File: src/source/qspi_pkg.sv
`default_nettype none

package qspi_pkg;

   ////////////////////
   // Widths with a meaning

   typedef logic [23:0] addr_t;           // Register bus byte address
   typedef logic [31:0] word_t;           // Register bus data word
   typedef logic [7:0]  opcode_t;         // SPI command byte
   typedef logic [5:0]  bit_cnt_t;        // Clocks left in a phase, minus one

   localparam int CMD_CLKS  = 8;          // Opcode always single lane
   localparam int WORD_BITS = 32;
   localparam int ADDR_BITS = 24;

   ////////////////////
   // Flash opcodes

   localparam opcode_t OP_READ           = 8'h03; // Read Data
   localparam opcode_t OP_FAST_READ      = 8'h0B; // Fast Read, 8 dummy
   localparam opcode_t OP_QUAD_OUT_READ  = 8'h6B; // Quad data out, 8 dummy
   localparam opcode_t OP_QUAD_IO_READ   = 8'hEB; // Quad addr and data, 6 dummy
   localparam opcode_t OP_PAGE_PROG      = 8'h02; // Page Program
   localparam opcode_t OP_QUAD_PAGE_PROG = 8'h32; // Quad data in

   typedef enum logic {
      LANE_SINGLE = 1'b0,                 // sdin[0] / sdout[0]
      LANE_QUAD   = 1'b1                  // All four lanes, [3] is MSB
   } lane_e;

   typedef enum logic [2:0] {
      ST_IDLE  = 3'd0,
      ST_CMD   = 3'd1,
      ST_ADDR  = 3'd2,
      ST_DUMMY = 3'd3,
      ST_WRITE = 3'd4,
      ST_READ  = 3'd5,
      ST_EXIT  = 3'd6                     // Park until ssn released
   } spi_state_e;

   ////////////////////
   // Block to block bundles

   typedef struct packed {
      logic       sck_rise;               // One cycle pulse
      logic       sck_fall;               // One cycle pulse
      logic       ssn_active;             // Filtered select level
      logic [3:0] din;                    // sdin seen with sclk samples
   } spi_evt_t;

   typedef struct packed {
      logic  addr_shift;
      logic  wdata_shift;
      logic  rdata_shift;                 // Falling edge, one cycle late
      logic  addr_inc;                    // Step address by 4
      lane_e lane;                        // Width of the active shift
   } shift_ctl_t;

   typedef struct packed {
      logic  rd;                          // Held until ack
      logic  wr;                          // Held until ack
      addr_t addr;
      word_t wdata;
   } bus_req_t;

   typedef struct packed {
      logic  ack;                         // Single cycle
      word_t rdata;                       // Valid with ack
   } bus_rsp_t;

endpackage

`default_nettype wire

File: src/source/qspi_sync.sv
`default_nettype none

module qspi_sync #(
   parameter int SYNC_STAGES = 2
) (
   input  wire                 sys_clk,
   input  wire                 rst_n,
   input  wire                 sclk,
   input  wire                 ssn,
   input  wire  [3:0]          sdin,
   output qspi_pkg::spi_evt_t  evt
);

   localparam logic [5:0] PIN_IDLE = 6'b11_0000;   // sclk, ssn high, sdin low

   logic [SYNC_STAGES-1:0][5:0] sync_q;            // {sclk, ssn, sdin} per stage
   logic [5:0]                  pins_s;            // Newest synced sample
   logic                        sck_d1;            // Edge history
   logic                        sck_d2;
   logic                        ssn_d1;            // For select hysteresis
   logic                        rise;
   logic                        fall;
   logic                        sck_edge;          // Either sclk edge flagged

   assign pins_s = sync_q[SYNC_STAGES-1];

   // Two equal samples after a different one
   assign rise = pins_s[5] & sck_d1 & ~sck_d2;
   assign fall = ~pins_s[5] & ~sck_d1 & sck_d2;

   assign sck_edge = evt.sck_rise | evt.sck_fall;

   ////////////////////
   // Sync chain and history

   always_ff @(posedge sys_clk or negedge rst_n) begin
      if (!rst_n) begin
         sync_q <= {SYNC_STAGES{PIN_IDLE}};
         sck_d1 <= 1'b1;                           // sclk taken as idle high
         sck_d2 <= 1'b1;
         ssn_d1 <= 1'b1;
      end else begin
         sync_q[0] <= {sclk, ssn, sdin};
         for (int i = 1; i < SYNC_STAGES; i++) begin
            sync_q[i] <= sync_q[i-1];
         end
         sck_d1 <= pins_s[5];
         sck_d2 <= sck_d1;
         ssn_d1 <= pins_s[4];
      end
   end

   ////////////////////
   // Registered events

   always_ff @(posedge sys_clk or negedge rst_n) begin
      if (!rst_n) begin
         evt <= '0;                                // Deselected, no edges
      end else begin
         evt.sck_rise <= rise;
         evt.sck_fall <= fall;
         evt.din      <= pins_s[3:0];              // Same stage as sclk
         if (!pins_s[4] && !ssn_d1) begin
            evt.ssn_active <= 1'b1;                // Low twice, select
         end else if (pins_s[4] && ssn_d1) begin
            evt.ssn_active <= 1'b0;                // High twice, release
         end
      end
   end

   // sclk half period of at least 8 sys_clk cycles
   a_half_period: assert property (@(posedge sys_clk) disable iff (!rst_n)
      sck_edge |-> !($past(sck_edge, 1) || $past(sck_edge, 2) || $past(sck_edge, 3) ||
                     $past(sck_edge, 4) || $past(sck_edge, 5) || $past(sck_edge, 6) ||
                     $past(sck_edge, 7)));

endmodule

`default_nettype wire

File: src/source/qspi_cmd_fsm.sv
`default_nettype none

module qspi_cmd_fsm (
   input  wire                   sys_clk,
   input  wire                   rst_n,
   input  wire qspi_pkg::spi_evt_t evt,
   input  wire                   ack,
   output qspi_pkg::shift_ctl_t  ctl,
   output logic                  rd,
   output logic                  wr,
   output logic                  sdout_oen
);

   localparam qspi_pkg::bit_cnt_t FAST_DUMMY = 6'd8;  // 0B, 6B
   localparam qspi_pkg::bit_cnt_t QIO_DUMMY  = 6'd6;  // EB

   qspi_pkg::spi_state_e state;
   qspi_pkg::bit_cnt_t   bit_cnt;        // Reaches 0 on last clock of phase
   qspi_pkg::opcode_t    op_q;           // Opcode shift register
   qspi_pkg::opcode_t    op_next;        // Including the bit now seen
   qspi_pkg::lane_e      addr_lane;
   qspi_pkg::lane_e      data_lane;
   qspi_pkg::bit_cnt_t   dummy_clks;     // Zero for plain read and writes
   logic                 is_read;
   logic                 fall_d;         // sck_fall one cycle late
   logic                 addr_inc;
   logic                 data_start;     // Last addr or dummy clock

   logic                 dec_known;
   qspi_pkg::lane_e      dec_alane;
   qspi_pkg::lane_e      dec_dlane;
   qspi_pkg::bit_cnt_t   dec_dummy;
   logic                 dec_read;

   // Clock count of a phase, minus one
   function automatic qspi_pkg::bit_cnt_t phase_clks(input qspi_pkg::lane_e lane,
                                                     input int bits);
      if (lane == qspi_pkg::LANE_QUAD) begin
         return qspi_pkg::bit_cnt_t'(bits / 4 - 1);
      end
      return qspi_pkg::bit_cnt_t'(bits - 1);
   endfunction

   assign op_next = {op_q[6:0], evt.din[0]};     // MSB first on sdin[0]

   ////////////////////
   // Opcode lookup

   always_comb begin
      dec_known = 1'b1;
      dec_alane = qspi_pkg::LANE_SINGLE;
      dec_dlane = qspi_pkg::LANE_SINGLE;
      dec_dummy = '0;
      dec_read  = 1'b1;
      case (op_next)
         qspi_pkg::OP_READ:          dec_dummy = '0;    // Straight to data
         qspi_pkg::OP_FAST_READ:     dec_dummy = FAST_DUMMY;
         qspi_pkg::OP_QUAD_OUT_READ: begin
            dec_dummy = FAST_DUMMY;
            dec_dlane = qspi_pkg::LANE_QUAD;
         end
         qspi_pkg::OP_QUAD_IO_READ: begin
            dec_dummy = QIO_DUMMY;
            dec_alane = qspi_pkg::LANE_QUAD;            // 6 address clocks
            dec_dlane = qspi_pkg::LANE_QUAD;
         end
         qspi_pkg::OP_PAGE_PROG:     dec_read = 1'b0;
         qspi_pkg::OP_QUAD_PAGE_PROG: begin
            dec_read  = 1'b0;
            dec_dlane = qspi_pkg::LANE_QUAD;
         end
         default:                    dec_known = 1'b0;  // Status, ID etc.
      endcase
   end

   assign data_start = evt.sck_rise && (bit_cnt == '0) &&
                       ((state == qspi_pkg::ST_ADDR && dummy_clks == '0) ||
                        state == qspi_pkg::ST_DUMMY);

   ////////////////////
   // Phase FSM

   always_ff @(posedge sys_clk or negedge rst_n) begin
      if (!rst_n) begin
         state      <= qspi_pkg::ST_IDLE;
         bit_cnt    <= '0;
         op_q       <= '0;
         addr_lane  <= qspi_pkg::LANE_SINGLE;
         data_lane  <= qspi_pkg::LANE_SINGLE;
         dummy_clks <= '0;
         is_read    <= 1'b0;
         rd         <= 1'b0;
         wr         <= 1'b0;
         sdout_oen  <= 1'b1;
      end else if (!evt.ssn_active) begin         // Abort on release
         state     <= qspi_pkg::ST_IDLE;
         rd        <= 1'b0;
         wr        <= 1'b0;
         sdout_oen <= 1'b1;
      end else begin
         if (ack) begin                            // Request done
            rd <= 1'b0;
            wr <= 1'b0;
         end
         if (data_start) begin
            state     <= is_read ? qspi_pkg::ST_READ : qspi_pkg::ST_WRITE;
            bit_cnt   <= phase_clks(data_lane, qspi_pkg::WORD_BITS);
            rd        <= is_read;                  // First word fetched early
            sdout_oen <= ~is_read;
         end else begin
            case (state)
               qspi_pkg::ST_IDLE: begin
                  state   <= qspi_pkg::ST_CMD;
                  bit_cnt <= qspi_pkg::bit_cnt_t'(qspi_pkg::CMD_CLKS - 1);
               end
               qspi_pkg::ST_CMD: if (evt.sck_rise) begin
                  op_q <= op_next;
                  if (bit_cnt == '0) begin
                     addr_lane  <= dec_alane;
                     data_lane  <= dec_dlane;
                     dummy_clks <= dec_dummy;
                     is_read    <= dec_read;
                     bit_cnt    <= phase_clks(dec_alane, qspi_pkg::ADDR_BITS);
                     state      <= dec_known ? qspi_pkg::ST_ADDR : qspi_pkg::ST_EXIT;
                  end else begin
                     bit_cnt <= bit_cnt - 1'b1;
                  end
               end
               qspi_pkg::ST_ADDR: if (evt.sck_rise) begin
                  if (bit_cnt == '0) begin          // Dummy clocks follow
                     state   <= qspi_pkg::ST_DUMMY;
                     bit_cnt <= dummy_clks - 1'b1;
                  end else begin
                     bit_cnt <= bit_cnt - 1'b1;
                  end
               end
               qspi_pkg::ST_DUMMY: if (evt.sck_rise) begin
                  bit_cnt <= bit_cnt - 1'b1;
               end
               qspi_pkg::ST_READ, qspi_pkg::ST_WRITE: if (evt.sck_rise) begin
                  if (bit_cnt == '0) begin          // Word boundary
                     rd      <= (state == qspi_pkg::ST_READ);
                     wr      <= (state == qspi_pkg::ST_WRITE);
                     bit_cnt <= phase_clks(data_lane, qspi_pkg::WORD_BITS);
                  end else begin
                     bit_cnt <= bit_cnt - 1'b1;
                  end
               end
               qspi_pkg::ST_EXIT: state <= qspi_pkg::ST_EXIT;   // Wait for ssn
               default:           state <= qspi_pkg::ST_IDLE;
            endcase
         end
      end
   end

   always_ff @(posedge sys_clk or negedge rst_n) begin
      if (!rst_n) begin
         fall_d   <= 1'b0;
         addr_inc <= 1'b0;
      end else begin
         fall_d   <= evt.sck_fall;
         addr_inc <= ack & (rd | wr);              // Step after each word
      end
   end

   always_comb begin
      ctl.addr_shift  = (state == qspi_pkg::ST_ADDR) && evt.sck_rise;
      ctl.wdata_shift = (state == qspi_pkg::ST_WRITE) && evt.sck_rise;
      ctl.rdata_shift = (state == qspi_pkg::ST_READ) && fall_d;
      ctl.addr_inc    = addr_inc;
      ctl.lane        = (state == qspi_pkg::ST_ADDR) ? addr_lane : data_lane;
   end

   a_rd_wr_excl: assert property (@(posedge sys_clk) disable iff (!rst_n)
      !(rd && wr));

   // Request stays up until the bus answers, unless ssn drops
   a_req_hold: assert property (@(posedge sys_clk) disable iff (!rst_n)
      (rd || wr) && !ack && evt.ssn_active |=> $stable({rd, wr}));

endmodule

`default_nettype wire

File: src/source/qspi_shift.sv
`default_nettype none

module qspi_shift (
   input  wire                     sys_clk,
   input  wire                     rst_n,
   input  wire qspi_pkg::spi_evt_t   evt,
   input  wire qspi_pkg::shift_ctl_t ctl,
   input  wire qspi_pkg::bus_rsp_t   rsp,
   output qspi_pkg::addr_t         addr,
   output qspi_pkg::word_t         wdata,
   output logic [3:0]              sdout
);

   qspi_pkg::word_t rdata_q;            // Output shifter
   logic            quad;

   assign quad = (ctl.lane == qspi_pkg::LANE_QUAD);

   ////////////////////
   // Address and write data

   always_ff @(posedge sys_clk) begin
      if (ctl.addr_shift) begin
         if (quad) begin
            addr <= {addr[19:0], evt.din};         // sdin[3] is MSB
         end else begin
            addr <= {addr[22:0], evt.din[0]};
         end
      end else if (ctl.addr_inc) begin
         addr <= addr + qspi_pkg::addr_t'(4);      // Next word
      end
   end

   always_ff @(posedge sys_clk) begin
      if (ctl.wdata_shift) begin
         if (quad) begin
            wdata <= {wdata[27:0], evt.din};
         end else begin
            wdata <= {wdata[30:0], evt.din[0]};
         end
      end
   end

   ////////////////////
   // Read data out

   always_ff @(posedge sys_clk) begin
      if (rsp.ack) begin
         rdata_q <= rsp.rdata;                     // Fresh word
      end else if (ctl.rdata_shift) begin
         if (quad) begin
            rdata_q <= {rdata_q[27:0], 4'b0000};
         end else begin
            rdata_q <= {rdata_q[30:0], 1'b0};
         end
      end
   end

   always_ff @(posedge sys_clk or negedge rst_n) begin
      if (!rst_n) begin
         sdout <= '0;
      end else if (ctl.rdata_shift && !rsp.ack) begin
         if (quad) begin
            sdout <= rdata_q[31:28];               // Nibble per falling edge
         end else begin
            sdout <= {3'b111, rdata_q[31]};        // Spare lanes parked high
         end
      end
   end

endmodule

`default_nettype wire

File: src/source/qspi_slave.sv
`default_nettype none

module qspi_slave #(
   parameter int SYNC_STAGES = 2
) (
   input  wire                   sys_clk,
   input  wire                   rst_n,
   input  wire                   sclk,
   input  wire                   ssn,
   input  wire  [3:0]            sdin,
   output logic [3:0]            sdout,
   output logic                  sdout_oen,
   output qspi_pkg::bus_req_t    bus_req,
   input  wire qspi_pkg::bus_rsp_t bus_rsp
);

   qspi_pkg::spi_evt_t   evt;             // Synced pins and sclk edges
   qspi_pkg::shift_ctl_t ctl;             // Shift enables from FSM
   logic                 rd;
   logic                 wr;
   qspi_pkg::addr_t      addr;
   qspi_pkg::word_t      wdata;

   qspi_sync #(
      .SYNC_STAGES (SYNC_STAGES)
   ) sync_i (
      .sys_clk (sys_clk),
      .rst_n   (rst_n),
      .sclk    (sclk),
      .ssn     (ssn),
      .sdin    (sdin),
      .evt     (evt)
   );

   qspi_cmd_fsm fsm_i (
      .sys_clk   (sys_clk),
      .rst_n     (rst_n),
      .evt       (evt),
      .ack       (bus_rsp.ack),
      .ctl       (ctl),
      .rd        (rd),
      .wr        (wr),
      .sdout_oen (sdout_oen)
   );

   qspi_shift shift_i (
      .sys_clk (sys_clk),
      .rst_n   (rst_n),
      .evt     (evt),
      .ctl     (ctl),
      .rsp     (bus_rsp),
      .addr    (addr),
      .wdata   (wdata),
      .sdout   (sdout)
   );

   assign bus_req = '{rd: rd, wr: wr, addr: addr, wdata: wdata};   // Register bus out

endmodule

`default_nettype wire

File: config.mk
export PLATFORM = sky130hd
export DESIGN_NAME = qspi_slave
export DESIGN_NICKNAME = d
export VERILOG_FILES = /design/src/source/qspi_pkg.sv /design/src/source/qspi_sync.sv /design/src/source/qspi_cmd_fsm.sv /design/src/source/qspi_shift.sv /design/src/source/qspi_slave.sv
export SDC_FILE = /design/constraint.sdc
export NUM_CORES = 1
export LEC_CHECK = 0
export ABC_AREA = 1
export BUFFER_PORTS_ARGS = -buffer_cell sky130_fd_sc_hd__clkbuf_2
export CAP_MARGIN = 20
export CORE_ASPECT_RATIO = 1.1
export CORE_MARGIN = 3
export CORE_UTILIZATION = 33
export CTS_CLUSTER_SIZE = 25
export DETAILED_ROUTE_END_ITERATION = 10
export PLACE_DENSITY = 0.63
export SLEW_MARGIN = 20
export SYNTH_ARGS = -nofsm -noshare
export SYNTH_HDL_FRONTEND = slang
export SYNTH_HIERARCHICAL = 1
export SYNTH_SLANG_ARGS = --single-unit
File: constraint.sdc
create_clock -name sys_clk -period 3.1 [get_ports sys_clk]
set_input_delay 0 -clock sys_clk [delete_from_list [all_inputs] [get_ports sys_clk]]
set_output_delay 0 -clock sys_clk [all_outputs]
set_load 0.005 [all_outputs]
Word level (Yosys, flattened, before mapping)
Index checks and enable logic that the tools add are counted.

Bitwise gates (word level): 11. Eq/ne operators: 22. Reductions and logical operators: 30. Add/sub/neg operators: 3. Multiplexer cells: 67.

Operator list (count): $mux 32 (4); $mux 6 (13); $mux 24 (3); $mux 1 (36); $pmux 6 s5 (1); $add 24x3->24 const B (1); $mux 3 (7); $eq 8x2->1 const B (2); $ne 3x2->1 const B (5); $pmux 3 s5 (1); $logic_not 6->1 (2); $sub 6x1->6 const B (2); $reduce_and 5->1 (2); $eq 3x3->1 const B (3); $logic_and 1x1->1 (9); $eq 8x4->1 const B (1); $eq 8x6->1 const B (1); $eq 8x7->1 const B (1); $eq 8x8->1 const B (1); $ne 4x2->1 const B (2); $ne 4x3->1 const B (2); $pmux 4 s2 (1); $eq 3x2->1 const B (2); $reduce_and 6->1 (1); other kinds (15) (30).

Register bits: 144. Input port bits: 41.

Depth between registers and ports, before layout
Word-level depth: 13. Depth in mapped cells: 11.

Cells and area by module
The synthesis kept the hierarchy.

By module, submodules not included: qspi_shift (area an instance 4827.1 µm², seq. area each 2742.6 µm², cells each 549, instances 1); qspi_cmd_fsm (area an instance 1674.1 µm², seq. area each 651.9 µm², cells each 229, instances 1); qspi_sync (area an instance 613.1 µm², seq. area each 559.3 µm², cells each 34, instances 1); qspi_slave (area an instance 15.0 µm², seq. area each 0.0 µm², cells each 2, instances 1).

Worst setup path after synthesis
No wires, ideal clock.

Path type: register -> register. From: register fsm_i.state[1]. To: register shift_i.wdata[0] (enable). Data required time: 2.679 ns. Path buffers: 1. Library setup time: 0.421 ns. Data arrival time: 2.215 ns. Cell stages (with the launch flop): 7. Path slack: 0.464 ns. Cells stage by stage: dfrtp_1 -> buf_2 -> inv_1 -> nand2_1 -> inv_1 -> nand2_1 -> nor2_1.

RTL lines: from (decl) (line qspi_cmd_fsm.sv:17) `qspi_pkg::spi_state_e state;`; from (signal assigned) (line qspi_cmd_fsm.sv:85) `state <= qspi_pkg::ST_IDLE;`; from (signal assigned) (line qspi_cmd_fsm.sv:96) `state <= qspi_pkg::ST_IDLE;`; from (signal assigned) (line qspi_cmd_fsm.sv:106) `state <= is_read ? qspi_pkg::ST_READ : qspi_pkg::ST_WRITE;`; to (signal assigned) (line qspi_shift.sv:37) `wdata <= {wdata[27:0], evt.din};`; to (signal assigned) (line qspi_shift.sv:39) `wdata <= {wdata[30:0], evt.din[0]};`; to (decl) (line qspi_shift.sv:10) `output qspi_pkg::word_t wdata,`.

==> flow_summary.json <==
{
  "grt_usage_pct": 15.0,
  "synthArstFlopShare_pct": 37.1,
  "place_hpwl_mm": 11.7,
  "hold_class": "input port to asynchronous set/reset pin",
  "grt_pass1_vias": 5719,
  "cts_resized": 0,
  "cts_tree": "done",
  "hold_slack_ns": 0.112,
  "vdd_drop_max_uv": 386,
  "setup_viol": 0,
  "yosysSeqAreaShare_pct": 55.5,
  "syn2layout_area_growth_pct": 24.5,
  "fmax_mhz": 395,
  "cts.sinks": 140,
  "first_pass_iters": 5,
  "htreeDepth": 4,
  "cp-end-kind": "register",
  "yosysWarnings": 6,
  "wirelength_mm": 17.2,
  "syn_area_mm2": 0.00713,
  "grt_max_degree": 86,
  "status": "complete, no violations",
  "drc": 0,
  "relSlewSlack_pct": 36.5,
  "gr-total-overflow": 0,
  "synth_top_area_share_pct": 37.1,
  "worstSetupStartpointType": "register",
  "dieArea_mm2": 0.0234,
  "drv_cap": 0,
  "io_buffers": 103,
  "rr_worst_depth": 9,
  "cts_buffers": 17,
  "routed_via_density": 4.80,
  "synthCells": 814,
  "cts_root_buf": "clkbuf_16",
  "tns_ns": 0,
  "fill_cells": 2089,
  "vias": 5974,
  "antenna_found_initial": 0,
  "cts_buffer_depth": 2,
  "synth_edf_count": 88,
  "die_height_um": 160,
  "final_antenna_net_count": 0,
  "core-area_mm2": 0.0209,
  "nets": 992,
  "finalHoldViolations": 0,
  "initial_core_util_pct": 34.1,
  "yosysTopAreaCell": "edfxtp_1",
  "ioPinCount": 104,
  "dieWidth_um": 146,
  "drv_slew": 0,
  "rows": 55,
  "wl_per_cell_um": 13.8,
  "arrival_ns": 2.67,
  "gp_congestion": 0.875,
  "tightestPinTransition_ns": 0.952,
  "n_antenna_cell": 0,
  "syn_nets": 859,
  "synth.distinct_cells": 44,
  "ys.flop_type": "edfxtp_1",
  "drive_gt1_share_pct": 19.4,
  "leakage_nw": 4.03,
  "grt_first_pass_wirelength_mm": 28.8,
  "critical_path.max_fanout": 85,
  "timing.final.crit_period_ns": 2.53,
  "path_clk_slew_ns": 0.06,
  "powerDensity_mw_per_mm2": 533,
  "fin_crit_sh_pct": 81.7,
  "drtIter0Drc": 482,
  "synth_seq_cells": 140,
  "critPathKind": "register to register",
  "fin_skew_ns": 0.0121,
  "rsz0062_at_grt": "no",
  "clk_latency_ns": 0.42,
  "syn_area_per_cell_um2": 8.76,
  "synthTopCellsByArea": "edfxtp_1 (37%), dfrtp_1 (15%), nand2_1 (11%)",
  "worstPathRequired_ns": 3.23
}
synth_stat cells (2+ instances only):
| cell type | number |
|---|---|
| nor2_2 | 3 |
| inv_2 | 5 |
| a31oi_1 | 3 |
| nor2_4 | 4 |
| o21ai_0 | 61 |
| nor3_1 | 5 |
| o21ai_1 | 10 |
| nand2_4 | 3 |
| inv_1 | 81 |
| buf_1 | 2 |
| nand2_2 | 6 |
| o21ai_2 | 3 |
| ha_1 | 4 |
| nor2_8 | 5 |
| nand2_1 | 201 |
| dfstp_2 | 8 |
| buf_4 | 3 |
| o21bai_1 | 2 |
| nor2_1 | 76 |
| nand3_1 | 46 |
| dfrtp_1 | 44 |
| clkbuf_1 | 16 |
| buf_2 | 13 |
| a21oi_1 | 94 |
| nand4_1 | 6 |
| edfxtp_1 | 88 |
| xor2_1 | 5 |
critical path: stages (launching register included):
cell and delay, ns:
dfrtp_1 0.46, nor2_2 0.24, nand2_1 0.14, inv_2 0.13, nand2_1 0.10, o21ai_4 0.07
buf_4 0.62, o21ai_0 0.19, a21oi_1 0.16, a21oi_1 0.05
placed cells by master (no fill, tap or decap), types with 5 or more instances in the layout:
cell / count
nand2_1: 201
clkbuf_2: 103
a21oi_1: 94
edfxtp_1: 88
inv_1: 80
nor2_1: 75
o21ai_0: 60
nand3_1: 46
dfrtp_1: 44
dlygate4sd3_1: 39
clkbuf_16: 17
o21ai_1: 10
dfstp_2: 8
buf_4: 7
inv_2: 6
nand2_2: 6
nand4_1: 6
clkinvlp_4: 5
nor2_8: 5
nor3_1: 5
xor2_1: 5
final timing paths:
check / from / end / slack [ns]
max: fsm_i/state[0] / shift_i/addr[8] / 0.57
min: rst_n / sync_i/evt[5] / 0.11
max reg2reg: fsm_i/state[0] / shift_i/addr[8] / 0.57
min reg2reg: sync_i/pins_s[3] / sync_i/evt[3] / 0.34
max in group asynchronous: rst_n / fsm_i/sdout_oen / 2.17
min in group sys_clk: sclk / sync_i/sync_q[5] / 0.22
metal layers:
layer / track usage, % / wire, µm / part of all wire (%)
met1: 19.4 / 7580 / 44
met2: 23.8 / 8270 / 48
met3: 4.00 / 836 / 4.9
met4: 6.42 / 505 / 2.9
met5: 0 / 0 / 0
where the power goes:
group          total [mW]  leakage (nW)  switching [mW]  internal (mW)
Sequential           2.19          1.45          0.0908           2.10
Combinational       0.574          2.31           0.350          0.224
Clock                1.97         0.266           0.783           1.19
cell families after synthesis:
| kind of cell | synth area share, % |
|---|---|
| DFF | 55.5 |
| and+or+nand+nor | 22.8 |
| buffers and inverters | 7.11 |
| adders and majority gates | 0.702 |
| AOI/OAI and AO/OA | 13.2 |
| xor gates and xnor gates | 0.737 |
timing repair:
| action | in CTS | in global routing |
|---|---|---|
| endpoints found under the hold margin | 60 | 0 |
| buffers inserted | 0 | 0 |
| endpoints found under the setup margin | 0 | 0 |
| hold buffers | 39 | 0 |
flip-flops by register name, indices dropped and copies added (netlist names), 2 cells and up:
signal            flops
sync_i/evt            7
shift_i/rdata_q      32
fsm_i/bit_cnt         6
shift_i/wdata        32
shift_i/sdout         4
fsm_i/dummy_clks      2
fsm_i/op_q            7
sync_i/pins_s         6
fsm_i/state           3
shift_i/addr         24
sync_i/sync_q         6
metrics by stage:
step	cell area [µm²]	power (mW)	setup slack, ns	instances	util [%]
CTS	8870	4.79	0.606	1245	42.4
global route	8870	4.99	0.349	1245	42.4
detailed placement	7910	2.76	0.633	1174	37.8
floorplan	7130	2.60	0.464	814	-
finish	8870	4.73	0.567	1245	42.4
global placement	7910	2.75	0.651	1174	37.8
area by class of cell:
type | instances | area [µm²] | share of cell area, %
Clock buffer | 19 | 433 | 4.88
Clock inverter | 13 | 143 | 1.61
Inverter | 87 | 327 | 3.68
Multi-Input combinational cell | 551 | 2680 | 30.2
Sequential cell | 140 | 3950 | 44.6
Tap cell | 285 | 357 | 4.02
Timing Repair Buffer | 150 | 978 | 11.0
Note: power is estimated with default switching activity, not from simulation.
